--- config.mk ---
export PLATFORM = sky130hd
export DESIGN_NAME = fetch_top
export DESIGN_NICKNAME = d
export VERILOG_FILES = /design/src/hdl/fetch_pkg.sv /design/src/hdl/pc_gen.sv /design/src/hdl/fetch_ctrl.sv /design/src/hdl/if_id.sv /design/src/hdl/fetch_top.sv
export SDC_FILE = /design/constraint.sdc
export NUM_CORES = 1
export LEC_CHECK = 0
export BUFFER_PORTS_ARGS = -buffer_cell sky130_fd_sc_hd__buf_2
export CAP_MARGIN = 0
export CORE_MARGIN = 2
export CORE_UTILIZATION = 40
export DETAILED_ROUTE_END_ITERATION = 10
export PLACE_DENSITY = 0.73
export SETUP_SLACK_MARGIN = 0.1
export SLEW_MARGIN = 20
export SYNTH_ARGS = -nofsm -noshare
export SYNTH_HDL_FRONTEND = slang
export SYNTH_SLANG_ARGS = --single-unit
export TNS_END_PERCENT = 30
--- constraint.sdc ---
create_clock -name clk_i -period 16.5 [get_ports clk_i]
set_clock_uncertainty 0.05 [all_clocks]
set_input_delay 0.825 -clock clk_i [delete_from_list [all_inputs] [get_ports clk_i]]
set_output_delay 0.825 -clock clk_i [all_outputs]
set_load 0.01 [all_outputs]
--- src/hdl/fetch_pkg.sv ---
package fetch_pkg;

    localparam int unsigned INST_W = 32;  // rv32 instruction word
    localparam int unsigned ADDR_W = 32;  // byte address of an instruction
    localparam int unsigned INT_W  = 8;   // peripheral interrupt lines

    typedef logic [INST_W-1:0] inst_t;
    typedef logic [ADDR_W-1:0] inst_addr_t;
    typedef logic [INT_W-1:0]  int_flag_t;

    // pipeline hold request coming from later stages
    typedef enum logic [1:0] {
        HOLD_NONE  = 2'b00,  // run freely
        HOLD_PC    = 2'b01,  // stop fetching, let buffer drain
        HOLD_CLEAR = 2'b10   // drop buffer, redirect to jump target
    } hold_flag_e;

    typedef enum logic [1:0] {
        FS_RESET = 2'd0,  // single cycle after reset release
        FS_FETCH = 2'd1,  // requests allowed
        FS_HOLD  = 2'd2,  // stalled by hold
        FS_FLUSH = 2'd3   // cycle after a clear
    } fetch_state_e;

    localparam inst_addr_t RESET_PC_DEFAULT = 32'h0000_0000;  // boot address
    localparam inst_addr_t INST_STEP        = 32'd4;          // no compressed insts

endpackage

--- src/hdl/pc_gen.sv ---
module pc_gen #(
    parameter fetch_pkg::inst_addr_t RESET_PC = fetch_pkg::RESET_PC_DEFAULT
) (
    input  logic                  clk_i,
    input  logic                  rst_n_i,

    input  logic                  fetch_accept_i,  // req and ready this cycle
    input  fetch_pkg::hold_flag_e hold_flag_i,     // clear loads the jump target
    input  fetch_pkg::inst_addr_t jump_addr_i,     // redirect address

    output fetch_pkg::inst_addr_t pc_o,            // address being fetched
    output fetch_pkg::inst_addr_t pc_next_o        // sequential successor
);

    import fetch_pkg::*;

    inst_addr_t pc_q;    // fetch address register
    inst_addr_t pc_seq;  // pc + 4
    logic       redirect;

    assign redirect  = hold_flag_i == HOLD_CLEAR;  // checked here on its own
    assign pc_seq    = pc_q + INST_STEP;
    assign pc_o      = pc_q;
    assign pc_next_o = pc_seq;  // travels with the inst into if_id

    // the clear has priority over an accepted fetch; the controller keeps
    // the request low under any hold, so both never coincide in practice
    always_ff @(posedge clk_i or negedge rst_n_i) begin
        if (!rst_n_i) begin
            pc_q <= RESET_PC;  // boot address
        end else if (redirect) begin
            pc_q <= jump_addr_i;  // jump target
        end else if (fetch_accept_i) begin
            pc_q <= pc_seq;  // advance after accepted fetch
        end
    end

endmodule

--- src/hdl/fetch_ctrl.sv ---
module fetch_ctrl (
    input  logic                  clk_i,
    input  logic                  rst_n_i,

    input  fetch_pkg::hold_flag_e hold_flag_i,   // from later stages
    input  logic                  buf_full_i,    // if_id has no room
    input  logic                  instr_ready_i, // memory takes the request

    output logic                  instr_req_o,    // fetch request to memory
    output logic                  fetch_accept_o, // req/ready coincidence
    output logic                  flush_o         // drop if_id contents
);

    import fetch_pkg::*;

    fetch_state_e state_q;
    fetch_state_e state_d;
    logic         hold_none;   // free running
    logic         hold_clear;  // flush and redirect
    logic         fetching;    // state allows requests

    assign hold_none  = hold_flag_i == HOLD_NONE;
    assign hold_clear = hold_flag_i == HOLD_CLEAR;
    assign fetching   = state_q == FS_FETCH;

    // next state
    always_comb begin
        state_d = state_q;
        case (state_q)
            FS_RESET, FS_HOLD, FS_FLUSH: begin
                state_d = hold_none ? FS_FETCH : FS_HOLD;  // resume one cycle later
            end
            FS_FETCH: begin
                if (!hold_none) begin
                    state_d = FS_HOLD;  // HOLD_PC or unknown code
                end
            end
            default: begin
                state_d = FS_RESET;
            end
        endcase
        if (hold_clear) begin
            state_d = FS_FLUSH;  // clear wins from any state
        end
    end

    always_ff @(posedge clk_i or negedge rst_n_i) begin
        if (!rst_n_i) begin
            state_q <= FS_RESET;
        end else begin
            state_q <= state_d;
        end
    end

    // request only with room in the buffer and no hold pending
    assign instr_req_o    = fetching & hold_none & ~buf_full_i;
    assign fetch_accept_o = instr_req_o & instr_ready_i;  // zero wait memory
    assign flush_o        = hold_clear;  // buffer empties at the next edge

endmodule

--- src/hdl/if_id.sv ---
module if_id #(
    parameter int unsigned BUF_DEPTH = 2
) (
    input  logic                  clk_i,
    input  logic                  rst_n_i,

    input  logic                  flush_i,           // drop everything buffered
    input  logic                  push_i,            // accepted fetch
    input  fetch_pkg::inst_t      inst_i,            // fetched word
    input  fetch_pkg::inst_addr_t inst_addr_i,       // its address
    input  fetch_pkg::inst_addr_t inst_addr_next_i,  // address + 4
    input  fetch_pkg::int_flag_t  int_flag_i,        // irq flags at fetch time

    input  logic                  pop_ready_i,       // decode can take an item
    output logic                  full_o,            // no room for a push
    output logic                  valid_o,           // item on the outputs
    output fetch_pkg::inst_t      inst_o,
    output fetch_pkg::inst_addr_t inst_addr_o,
    output fetch_pkg::inst_addr_t inst_addr_next_o,
    output fetch_pkg::int_flag_t  int_flag_o
);

    import fetch_pkg::*;

    localparam int unsigned PTR_W = (BUF_DEPTH > 1) ? $clog2(BUF_DEPTH) : 1;
    localparam int unsigned CNT_W = $clog2(BUF_DEPTH + 1);

    typedef logic [PTR_W-1:0] ptr_t;
    typedef logic [CNT_W-1:0] cnt_t;

    inst_t      inst_mem [BUF_DEPTH];  // payload, no reset
    inst_addr_t addr_mem [BUF_DEPTH];
    inst_addr_t next_mem [BUF_DEPTH];
    int_flag_t  flag_mem [BUF_DEPTH];

    ptr_t rd_ptr_q;
    ptr_t wr_ptr_q;
    cnt_t count_q;   // entries held
    logic empty;
    logic pop;       // decode takes the head
    logic bypass;    // push goes straight to decode
    logic store;     // push lands in the array
    logic drain;     // head leaves the array

    function automatic ptr_t ptr_inc(ptr_t ptr);
        return (ptr == ptr_t'(BUF_DEPTH - 1)) ? '0 : ptr + 1'b1;  // wrap at depth
    endfunction

    assign empty   = count_q == '0;
    assign full_o  = count_q == cnt_t'(BUF_DEPTH);
    assign valid_o = (~empty | push_i) & ~flush_i;  // flushed items never shown
    assign pop     = valid_o & pop_ready_i;
    assign bypass  = empty & push_i & pop;
    assign store   = push_i & ~bypass & ~flush_i & (~full_o | pop);
    assign drain   = pop & ~empty;

    // fall through when empty, else the head entry
    assign inst_o           = empty ? inst_i           : inst_mem[rd_ptr_q];
    assign inst_addr_o      = empty ? inst_addr_i      : addr_mem[rd_ptr_q];
    assign inst_addr_next_o = empty ? inst_addr_next_i : next_mem[rd_ptr_q];
    assign int_flag_o       = empty ? int_flag_i       : flag_mem[rd_ptr_q];

    always_ff @(posedge clk_i) begin
        if (store) begin
            inst_mem[wr_ptr_q] <= inst_i;
            addr_mem[wr_ptr_q] <= inst_addr_i;
            next_mem[wr_ptr_q] <= inst_addr_next_i;
            flag_mem[wr_ptr_q] <= int_flag_i;
        end
    end

    always_ff @(posedge clk_i or negedge rst_n_i) begin
        if (!rst_n_i) begin
            rd_ptr_q <= '0;
            wr_ptr_q <= '0;
            count_q  <= '0;
        end else if (flush_i) begin
            rd_ptr_q <= '0;  // empty in one edge
            wr_ptr_q <= '0;
            count_q  <= '0;
        end else begin
            if (store) wr_ptr_q <= ptr_inc(wr_ptr_q);
            if (drain) rd_ptr_q <= ptr_inc(rd_ptr_q);
            case ({store, drain})
                2'b10:   count_q <= count_q + 1'b1;
                2'b01:   count_q <= count_q - 1'b1;
                default: count_q <= count_q;  // none or both
            endcase
        end
    end

endmodule

--- src/hdl/fetch_top.sv ---
module fetch_top #(
    parameter fetch_pkg::inst_addr_t RESET_PC  = fetch_pkg::RESET_PC_DEFAULT,
    parameter int unsigned           BUF_DEPTH = 2  // if_id entries, 1 or 2
) (
    input  logic                  clk_i,
    input  logic                  rst_n_i,

    // pipeline control
    input  fetch_pkg::hold_flag_e hold_flag_i,
    input  fetch_pkg::inst_addr_t jump_addr_i,   // target on clear
    input  fetch_pkg::int_flag_t  int_flag_i,    // peripheral irqs

    // instruction memory port
    output logic                  instr_req_o,
    output fetch_pkg::inst_addr_t instr_addr_o,
    input  logic                  instr_ready_i,
    input  fetch_pkg::inst_t      inst_i,        // data for instr_addr_o

    // decode port
    input  logic                  ready_from_id_i,
    output logic                  valid_to_id_o,
    output fetch_pkg::inst_t      inst_o,
    output fetch_pkg::inst_addr_t inst_addr_o,
    output fetch_pkg::inst_addr_t inst_addr_next_o,
    output fetch_pkg::int_flag_t  int_flag_o
);

    import fetch_pkg::*;

    logic       fetch_accept;  // req and ready together
    logic       flush;         // clear cycle
    logic       buf_full;      // if_id has no room
    inst_addr_t pc;            // current fetch address
    inst_addr_t pc_next;       // pc + 4

    assign instr_addr_o = pc;

    pc_gen #(
        .RESET_PC(RESET_PC)
    ) u_pc_gen (
        .clk_i,
        .rst_n_i,
        .fetch_accept_i(fetch_accept),
        .hold_flag_i,
        .jump_addr_i,
        .pc_o          (pc),
        .pc_next_o     (pc_next)
    );

    fetch_ctrl u_fetch_ctrl (
        .clk_i,
        .rst_n_i,
        .hold_flag_i,
        .buf_full_i    (buf_full),
        .instr_ready_i,
        .instr_req_o,
        .fetch_accept_o(fetch_accept),
        .flush_o       (flush)
    );

    if_id #(
        .BUF_DEPTH(BUF_DEPTH)
    ) u_if_id (
        .clk_i,
        .rst_n_i,
        .flush_i         (flush),
        .push_i          (fetch_accept),
        .inst_i,
        .inst_addr_i     (pc),
        .inst_addr_next_i(pc_next),
        .int_flag_i,           // sampled with the accepted fetch
        .pop_ready_i     (ready_from_id_i),
        .full_o          (buf_full),
        .valid_o         (valid_to_id_o),
        .inst_o,
        .inst_addr_o,
        .inst_addr_next_o,
        .int_flag_o
    );

endmodule

# ---- Word level (Yosys, flattened, before mapping)
# Memories as Yosys holds them, arrays and structs flattened.
# Index checks and enable logic that the tools add are counted.
dict set report word_totals {
  n_memories 4
  inputBits 78
  ff_bits 38
  mem_bits_rw 208
  word_cells 67
}
# name words word_bits read_ports rd_ports_with_merged_regs write_ports line_no
set memory_table {}
lappend memory_table {u_if_id.addr_mem 2 32 1 0 1 if_id.sv:32} ;# inst_addr_t addr_mem [BUF_DEPTH];
lappend memory_table {u_if_id.inst_mem 2 32 1 0 1 if_id.sv:31} ;# inst_t inst_mem [BUF_DEPTH];
lappend memory_table {u_if_id.next_mem 2 32 1 0 1 if_id.sv:33} ;# inst_addr_t next_mem [BUF_DEPTH];
lappend memory_table {u_if_id.flag_mem 2 8 1 0 1 if_id.sv:34} ;# int_flag_t flag_mem [BUF_DEPTH];
dict set report classes {
  bitwise_logic 17
  reduce_logical 8
  add_sub_neg 5
  n_mux 20
  n_eq_ne 8
}
# cell count
set ops {}
lappend ops {{2-to-1 mux 32 bit} 5}
lappend ops {{adder 32 x 3 -> 32 bit (second input constant)} 1}
lappend ops {{AND 1 bit} 11}
lappend ops {{== test 2 bit (second input constant)} 5}
lappend ops {{2-to-1 mux 1 bit} 8}
lappend ops {{2-to-1 mux 2 bit} 4}
lappend ops {{2-to-1 mux 8 bit} 1}
lappend ops {{one-hot mux 2 bit (2 select lines)} 2}
lappend ops {{logical NOT 2 bit} 3}
lappend ops {{nonzero test 2 bit} 3}
lappend ops {{== test 2 x 1 -> 1 bit (second input constant)} 2}
lappend ops {{inverter 1 bit} 4}
lappend ops {{!= test 3 x 2 -> 1 bit (second input constant)} 1}
lappend ops {{nonzero test 3 bit} 1}
lappend ops {{OR reduction 3 bit} 1}
lappend ops {{adder 1 bit (second input constant)} 2}
lappend ops {{adder 2 x 1 -> 2 bit (second input constant)} 1}
lappend ops {{bitwise OR 1 bit} 2}
lappend ops {{subtractor 2 x 1 -> 2 bit (second input constant)} 1}

# ---- Depth between registers and ports, before layout
# Gate-level depths: netlist of run 1.
dict set report logic_depth {
  ltp_word 15
  mapped_depth 8
  depth_no_buf 6
}

# ---- Hierarchy
# From an unflattened synthesis of run 1, not the netlist that was laid out.
dict set report unflattened {
  hier_cells 884
  area_unflattened_um2 11165.7
}
# module instances area_each_um2 cells_per_inst
set modules_own_cells {}
lappend modules_own_cells {if_id 1 8698.3 592}
lappend modules_own_cells {pc_gen 1 2359.8 283}
lappend modules_own_cells {fetch_ctrl 1 107.6 9}

# ---- Worst setup path after synthesis of run 1
# No wires, ideal clock.
dict set report synth_path {
  path_type {in2reg}
  start {input hold_flag_i[1]}
  end {memory u_if_id.addr_mem[0][0] (netlist name) (enable)}
  stages 5
  arrival_time_ps 8470
  path_slack_ps 7292
  setup_time_ps 688
  required_time_ps 15762
  n_path_buf 2
  path_cell_list {nor2_1 > nand4_1 > buf_2 > buf_1 > nor3_1}
}
dict set report synth_via {
  elab_chain_len 14
  elab_cells_between_ends 18
  classes_between {eq/ne: 1; mux: 2; bitwise: 14; reduce/logical: 1}
}
# element line_no
set synth_lines {}
lappend synth_lines {{start, declared} fetch_top.sv:9} ;# input fetch_pkg::hold_flag_e hold_flag_i,
lappend synth_lines {{logical NOT 2 bit} fetch_ctrl.sv:22} ;# assign hold_none = hold_flag_i == HOLD_NONE;
lappend synth_lines {{AND 1 bit (2 in a row)} fetch_ctrl.sv:56} ;# assign instr_req_o = fetching & hold_none & ~buf_full_i;
lappend synth_lines {{AND 1 bit} fetch_ctrl.sv:57} ;# assign fetch_accept_o = instr_req_o & instr_ready_i;
lappend synth_lines {{bitwise OR 1 bit} if_id.sv:51} ;# assign valid_o = (~empty | push_i) & ~flush_i;
lappend synth_lines {{AND 1 bit} if_id.sv:51}
lappend synth_lines {{AND 1 bit} if_id.sv:52} ;# assign pop = valid_o & pop_ready_i;
lappend synth_lines {{AND 1 bit} if_id.sv:53} ;# assign bypass = empty & push_i & pop;
lappend synth_lines {{inverter 1 bit} if_id.sv:54} ;# assign store = push_i & ~bypass & ~flush_i & (~full_o | pop);
lappend synth_lines {{AND 1 bit (2 in a row)} if_id.sv:54}
lappend synth_lines {{AND 1 bit (*)} if_id.sv:54}
lappend synth_lines {{2-to-1 mux 1 bit (*)} if_id.sv:64} ;# if (store) begin
lappend synth_lines {{2-to-1 mux 1 bit (implied by the code) (*)} if_id.sv:66} ;# addr_mem[wr_ptr_q] <= inst_addr_i;
lappend synth_lines {{end, declared} if_id.sv:32}
# Every way passes the cells marked *; elsewhere a longest branch is shown, timed or not.

# ---- Worst setup path in the final report of run 1
dict set report layout_path {
  start {register u_pc_gen.pc_q[7], in the netlist u_pc_gen.pc_o[7]}
  end {output inst_addr_next_o[31]}
}
dict set report layout_via {
  elab_chain_len 2
}
# element line_no
set layout_lines {}
lappend layout_lines {{start, declared} pc_gen.sv:17} ;# inst_addr_t pc_q;
lappend layout_lines {{start signal, assigned} pc_gen.sv:32} ;# pc_q <= jump_addr_i;
lappend layout_lines {{start signal, assigned} pc_gen.sv:34} ;# pc_q <= pc_seq;
lappend layout_lines {{adder 32 x 3 -> 32 bit} pc_gen.sv:22} ;# assign pc_seq = pc_q + INST_STEP;
lappend layout_lines {{net pc_next[31]} fetch_top.sv:34} ;# inst_addr_t pc_next;
lappend layout_lines {{2-to-1 mux 32 bit} if_id.sv:60} ;# assign inst_addr_next_o = empty ? inst_addr_next_i : next_mem[rd_ptr_q];
lappend layout_lines {{end, declared} fetch_top.sv:24} ;# output fetch_pkg::inst_addr_t inst_addr_next_o,
# The timed path passes the listed nets, and every way through them passes these cells.

==> impl_metrics.json, run 1 <==
{
  "outcome": "complete, no violations",
  "post_cts_resized": 0,
  "layout_setup_ws_ns": 12.40,
  "vias_per_cell": 5.29,
  "switchingPower_mw": 0.366,
  "root_buffer": "clkbuf_16",
  "gp_routability_congestion": 0.808,
  "drt_iter0_drc": 601,
  "yosys.area.top_type_share_pct": 56.1,
  "p_leak_nw": 5.13,
  "start_util_pct": 40.6,
  "cp-end-kind": "primary output",
  "die_area_um2": 28600,
  "syn_inst": 865,
  "n_antenna_cell": 0,
  "hold_buffers": 0,
  "grt_max_degree": 130,
  "cts_sinks": 242,
  "yosys-top-cells-count": "edfxtp_1, nand2_1, mux2i_1",
  "synthMuxAreaShare_pct": 9.37,
  "cts_buffer_depth": 3,
  "clk_latency_ns": 0.52,
  "drc": 0,
  "slew-limit-headroom_pct": 28.7,
  "avgSynthCellArea_um2": 12.6,
  "yosysWarnings": 0,
  "cts_tree": "done",
  "rsz0062_at_grt": "no",
  "synth_top_area_cell": "edfxtp_1",
  "post-route-period-util_pct": 24.8,
  "switching_share_pct": 23.5,
  "critical_path_class": "flip-flop to primary output",
  "netlist_top_cells_area": "edfxtp_1, mux2i_1, dfrtp_1, o21ai_0, nand2_1",
  "nets": 1128,
  "pwr-share-clk_pct": 42.7,
  "yosys.area_share.adder_pct": 0.115,
  "cts.htree.levels": 1,
  "synthXorXnorAreaFrac_pct": 2.56,
  "grt_pass1_vias": 6924,
  "die-width_um": 169,
  "wire_per_inst_um": 18.4,
  "drive_above_1_share_pct": 26.1,
  "peakVddDrop_mv": 0.0664,
  "portBuffers": 215,
  "synth_top_family_by_area": "simple AND/OR/NAND/NOR gates",
  "synth_edf_count": 204,
  "fin_tns_setup_ns": 0,
  "synthArstFlopShare_pct": 15.7,
  "synthToLayoutAreaGrowth_pct": 21.1,
  "cp_max_fo": 11,
  "hold_viol_final": 0,
  "drt_wl_total_um": 25900,
  "synth_nets": 944,
  "grt_first_pass_wirelength_um": 39600,
  "ys_types": 50,
  "r2r_cells": 7,
  "dpl_worst_slack_ns": 12.43,
  "yosysSeqAreaShare_pct": 64.9,
  "ant_nets": 0,
  "rows": 60,
  "clk_pin_slew_ns": 0.06,
  "hold_path_class": "input pin to asynchronous set/reset pin",
  "dp_hpwl_um": 16700,
  "fill_cells": 2375,
  "pwr-share-seq_pct": 46.5,
  "period_needed_ns": 4.10,
  "grt.overflow.total": 0,
  "worst_slew_pin_slew_ns": 1.07,
  "grt_usage_pct": 17.6,
  "die_h_um": 169,
  "fmax_mhz": 244,
  "yosys_most_used_dff": "edfxtp_1",
  "required_ns": 15.62,
  "vias": 7447,
  "cts_buffers": 25,
  "drv_slew": 0,
  "synth_most_common_cell": "edfxtp_1",
  "coreArea_um2": 26900,
  "boundaryPins": 216,
  "worstSetupStartpointType": "flip-flop",
  "drv_cap": 0,
  "setup_violations": 0,
  "p_int_mw": 1.19,
  "antenna_found_initial": 0,
  "firstDrtPassIters": 5,
  "comb_power_share_pct": 10.9,
  "netlist_area_um2": 10900,
  "p_per_area_nw_per_um2": 118,
  "synth_compound_area_share_pct": 9.58,
  "synth-simple-area-share_pct": 10.3,
  "postCtsSetupRepairBufs": 0,
  "critPathArrivalTime_ns": 3.22,
  "synth-seq-cells": 242
}
## layout by cell type (no fill, tap or decap), drive strengths merged, types with 7 or more instances in the layout
cell	synthesis	layout
dfrtp	38	38
mux2i	101	101
xnor2	17	17
nor4	9	9
buf	36	226
bufinv	0	10
nand2	126	126
nor2	37	37
a21oi	7	7
xor2	14	14
and4	7	7
nand4	9	9
clkbuf	33	27
edfxtp	204	204
a21o	25	25
nor3	10	10
nand3	21	21
inv	9	10
o21ai	97	97
a22oi	16	16
## sequential cells by signal, summed over array words and instances (netlist names)
register and flops:
u_if_id.inst_mem 64, u_pc_gen.pc_o 32, u_fetch_ctrl.state_q 2, u_if_id.wr_ptr_q 1
u_if_id.rd_ptr_q 1, u_if_id.flag_mem 16, u_if_id.next_mem 60, u_if_id.count_q 2
u_if_id.addr_mem 64
## cell type report
type	instances	area (um^2)	area share (%)
clock buffer	27	633	4.79
clock inverter	19	349	2.64
inverter	9	33.8	0.256
multi-input combinational	545	3510	26.6
sequential	242	7080	53.6
tap	341	427	3.23
timing repair buffer	226	1180	8.95
## worst paths after layout
kind | startpoint | end | slack [ns]
worst min-delay path | rst_n_i | u_pc_gen.pc_o[7]$_DFFE_PN0P_ | 0.41
worst max-delay path | u_pc_gen.pc_o[7]$_DFFE_PN0P_ | inst_addr_next_o[31] | 12.40
min in group clk_i | int_flag_i[6] | u_if_id.flag_mem[0][6]$_DFFE_PP_ | 0.46
worst min register to register | u_pc_gen.pc_o[0]$_DFFE_PN0P_ | u_if_id.addr_mem[0][0]$_DFFE_PP_ | 0.50
max in group asynchronous | rst_n_i | u_if_id.rd_ptr_q$_DFFE_PN0P_ | 15.28
worst max register to register | u_if_id.count_q[0]$_DFFE_PN0P_ | u_if_id.addr_mem[1][15]$_DFFE_PP_ | 13.16
## per-layer routing
layer | share of wire [%] | track usage [%]
met4 | 2.5 | 5.31
met1 | 45 | 25.0
met3 | 6.8 | 3.26
met5 | 0 | 0
met2 | 46 | 27.6
## stage by stage
step / cell area, um^2 / hold slack, ns / util [%] / power, mW / std cells
3_3_place_gp: 12200 / 0.481 / 45.4 / 0.901 / 1362
2_1_floorplan: 10900 / 0.435 / - / 0.822 / 865
6_report: 13200 / 0.407 / 49.2 / 1.56 / 1409
4_1_cts: 13200 / 0.432 / 49.1 / 1.57 / 1408
5_1_grt: 13200 / 0.443 / 49.2 / 1.62 / 1409
3_5_place_dp: 12200 / 0.500 / 45.4 / 0.906 / 1362
## power by group through the flow
stage | logic (mW) | registers [mW] | clock network (mW)
floorplan | 0.103 | 0.719 | 0
global placement | 0.167 | 0.735 | 0
detailed placement | 0.170 | 0.736 | 0
CTS | 0.171 | 0.724 | 0.678
global route | 0.187 | 0.728 | 0.701
finish | 0.169 | 0.724 | 0.664
## logic make-up after synthesis
group	count (synthesis)
adder cells (fa/ha/maj)	1
XOR/XNOR	31
AND/OR/NAND/NOR	242
buffers and inverters	78
AO/OA/AOI/OAI	169
multiplexers	102
flip-flops	242
## worst max-delay path, stage by stage (launching register included)
cell	delay, ns
dfrtp_1	0.55
and4_1	0.36
nand4_1	0.53
nor4_1	0.69
xor2_1	0.29
a21o_1	0.14
buf_2	0.13
Power figures use the tool's default switching activity.
==> inputs of run 2 (changes only) <==
--- a/config.mk
+++ b/config.mk
@@ -10,7 +10,7 @@
 export CORE_MARGIN = 2
 export CORE_UTILIZATION = 40
 export DETAILED_ROUTE_END_ITERATION = 10
-export PLACE_DENSITY = 0.73
+export PLACE_DENSITY = 0.75
 export SETUP_SLACK_MARGIN = 0.1
 export SLEW_MARGIN = 20
 export SYNTH_ARGS = -nofsm -noshare
==> constraint.sdc (replaced) <==
create_clock -name clk_i -period 3.5 [get_ports clk_i]
set_clock_uncertainty 0.05 [all_clocks]
set_input_delay 0.175 -clock clk_i [delete_from_list [all_inputs] [get_ports clk_i]]
set_output_delay 0.175 -clock clk_i [all_outputs]
set_load 0.01 [all_outputs]
==> impl_metrics.json, run 2 (synthesized netlist as in run 1, its figures left out) <==
{
  "largest_registers": "u_if_id.addr_mem (64), u_if_id.inst_mem (64), u_if_id.next_mem (60)",
  "setup_violations": 0,
  "critPathTopFamily": "simple AND/OR/NAND/NOR gates",
  "mostFrequentLayoutCells": "buf_2, edfxtp_1, nand2_1",
  "cts_sinks": 242,
  "grt_first_pass_wirelength_um": 42100,
  "clk_latency_ns": 0.53,
  "root_buffer": "clkbuf_16",
  "drv_slew": 0,
  "dp_hpwl_um": 17500,
  "slowest_stage": "or4_1",
  "drc": 0,
  "rsz0062_at_grt": "yes",
  "stdcell_count": 1493,
  "drt_wl_total_um": 27800,
  "vias": 7889,
  "cp.buffers_inverters": 1,
  "postCtsSetupRepairBufs": 0,
  "nets": 1211,
  "dp.cells": 1367,
  "worst_slew_pin_slew_ns": 0.987,
  "cp-end-kind": "primary output",
  "cts.htree.levels": 1,
  "firstDrtPassIters": 5,
  "clk_pin_slew_ns": 0.06,
  "outcome": "complete, no violations",
  "required_ns": 3.27,
  "grt_usage_pct": 18.7,
  "drt_iter0_drc": 543,
  "cts_buffer_depth": 3,
  "grt_max_degree": 78,
  "critPathArrivalTime_ns": 3.02,
  "met3_usage_pct": 4.15,
  "critical_path_class": "flip-flop to primary output",
  "grt_util_met2_pct": 30.6,
  "p_per_area_nw_per_um2": 510,
  "gp_routability_congestion": 0.813,
  "peakVddDrop_mv": 0.441,
  "grtUsageMet1_pct": 25.2,
  "period_needed_ns": 3.25,
  "grt_busiest_layer": "met2",
  "drive_above_1_share_pct": 24.7,
  "ant_nets": 0,
  "die-width_um": 169,
  "hold_viol_final": 0,
  "whs_ns": 0.0236,
  "cts_buffers": 27,
  "die_area_um2": 28600,
  "drv_cap": 0,
  "die_h_um": 169,
  "start_util_pct": 40.6,
  "boundaryPins": 216,
  "layout_commonest_cell": "buf_2",
  "fin_util_pct": 52.2,
  "rows": 60,
  "hold_path_class": "input pin to flip-flop",
  "coreArea_um2": 26900,
  "report.power.total_mw": 7.14,
  "grt_pass1_vias": 7612,
  "n_antenna_cell": 0,
  "post-route-period-util_pct": 92.8,
  "slew-limit-headroom_pct": 34.2,
  "vias_per_cell": 5.28,
  "grt.overflow.total": 0,
  "cp_max_fo": 8,
  "worstSetupStartpointType": "flip-flop",
  "path_cells": "ha_1 > and4_1 > nand4_1 > or4_1 > xnor2_1 > a21o_1 > buf_2",
  "portBuffers": 215,
  "wire_per_inst_um": 18.6,
  "slowest_delay_ns": 0.53,
  "cts_tree": "done",
  "antenna_found_initial": 0,
  "fmax_mhz": 308,
  "p_leak_nw": 5.46,
  "synthToLayoutAreaGrowth_pct": 28.5
}
## run 2: cell count changes in the layout (fill, tap and decap cells not counted), sizes merged
cell / delta
clkinvlp: -2
bufinv: -6
clkbuf: +7
clkinv: +4
dlygate4sd3: +77
buf: +4
## run 2: metrics by stage
stage                     setup WS (ns)  cell area, um^2  TNS (ns)
after floorplan                  -0.401            11000    -40.92
after global routing             0.0738            14000         0
after CTS                         0.276            14000         0
after global placement            0.942            12300         0
after detailed placement          0.843            12300         0
final                             0.251            14000         0
## run 2: path summary, 6_finish.rpt
check                                             start                                   to  slack [ns]  cells after the start
max in group asynchronous                       rst_n_i         u_if_id.rd_ptr_q$_DFFE_PN0P_        2.37                      2
min                                     ready_from_id_i         u_if_id.wr_ptr_q$_DFFE_PN0P_        0.02                      3
max reg2reg                u_pc_gen.pc_o[2]$_DFFE_PN0P_    u_if_id.next_mem[0][26]$_DFFE_PP_        1.06                      5
min in group asynchronous                       rst_n_i  u_fetch_ctrl.state_q[1]$_DFFE_PN0P_        0.32                      2
min reg2reg                u_pc_gen.pc_o[1]$_DFFE_PN0P_     u_if_id.addr_mem[1][1]$_DFFE_PP_        0.49                      0
max                        u_pc_gen.pc_o[2]$_DFFE_PN0P_                 inst_addr_next_o[26]        0.25                      7
## run 2: area by class of cell
class	instances	area, um^2
flip-flops and latches	242	7080
repair buffers	307	2050
inverters	9	33.8
fillers	2251	12900
clock buffers	34	722
multi-input cells	545	3530
clock inverters	15	174
well taps	341	427
## run 2: repair_timing
item                                    in CTS  in global routing
endpoints found under the setup margin       0                  3
endpoints found under the hold margin      153                  0
hold buffers                                77                  0
resized for setup                            0                  1
## run 2: worst min-delay path, delay by kind of cell
| family | cells | cell delay [ns] |
|---|---|---|
| compound gates | 2 | 0.22 |
| buf+inv | 1 | 0.16 |
## run 2: report_power, final
part | internal [mW] | total, mW | switching, mW
clock network | 1.75 | 2.84 | 1.10
logic | 0.396 | 0.898 | 0.502
registers | 3.24 | 3.40 | 0.166
total | 5.38 | 7.14 | 1.77
## run 2: layer usage
layer  vias to the layer above  share of wire (%)
met5                         -                  0
met4                         0                2.6
met3                        54                7.7
met2                       304                 47
met1                      3801                 43
li1                       3730                  -
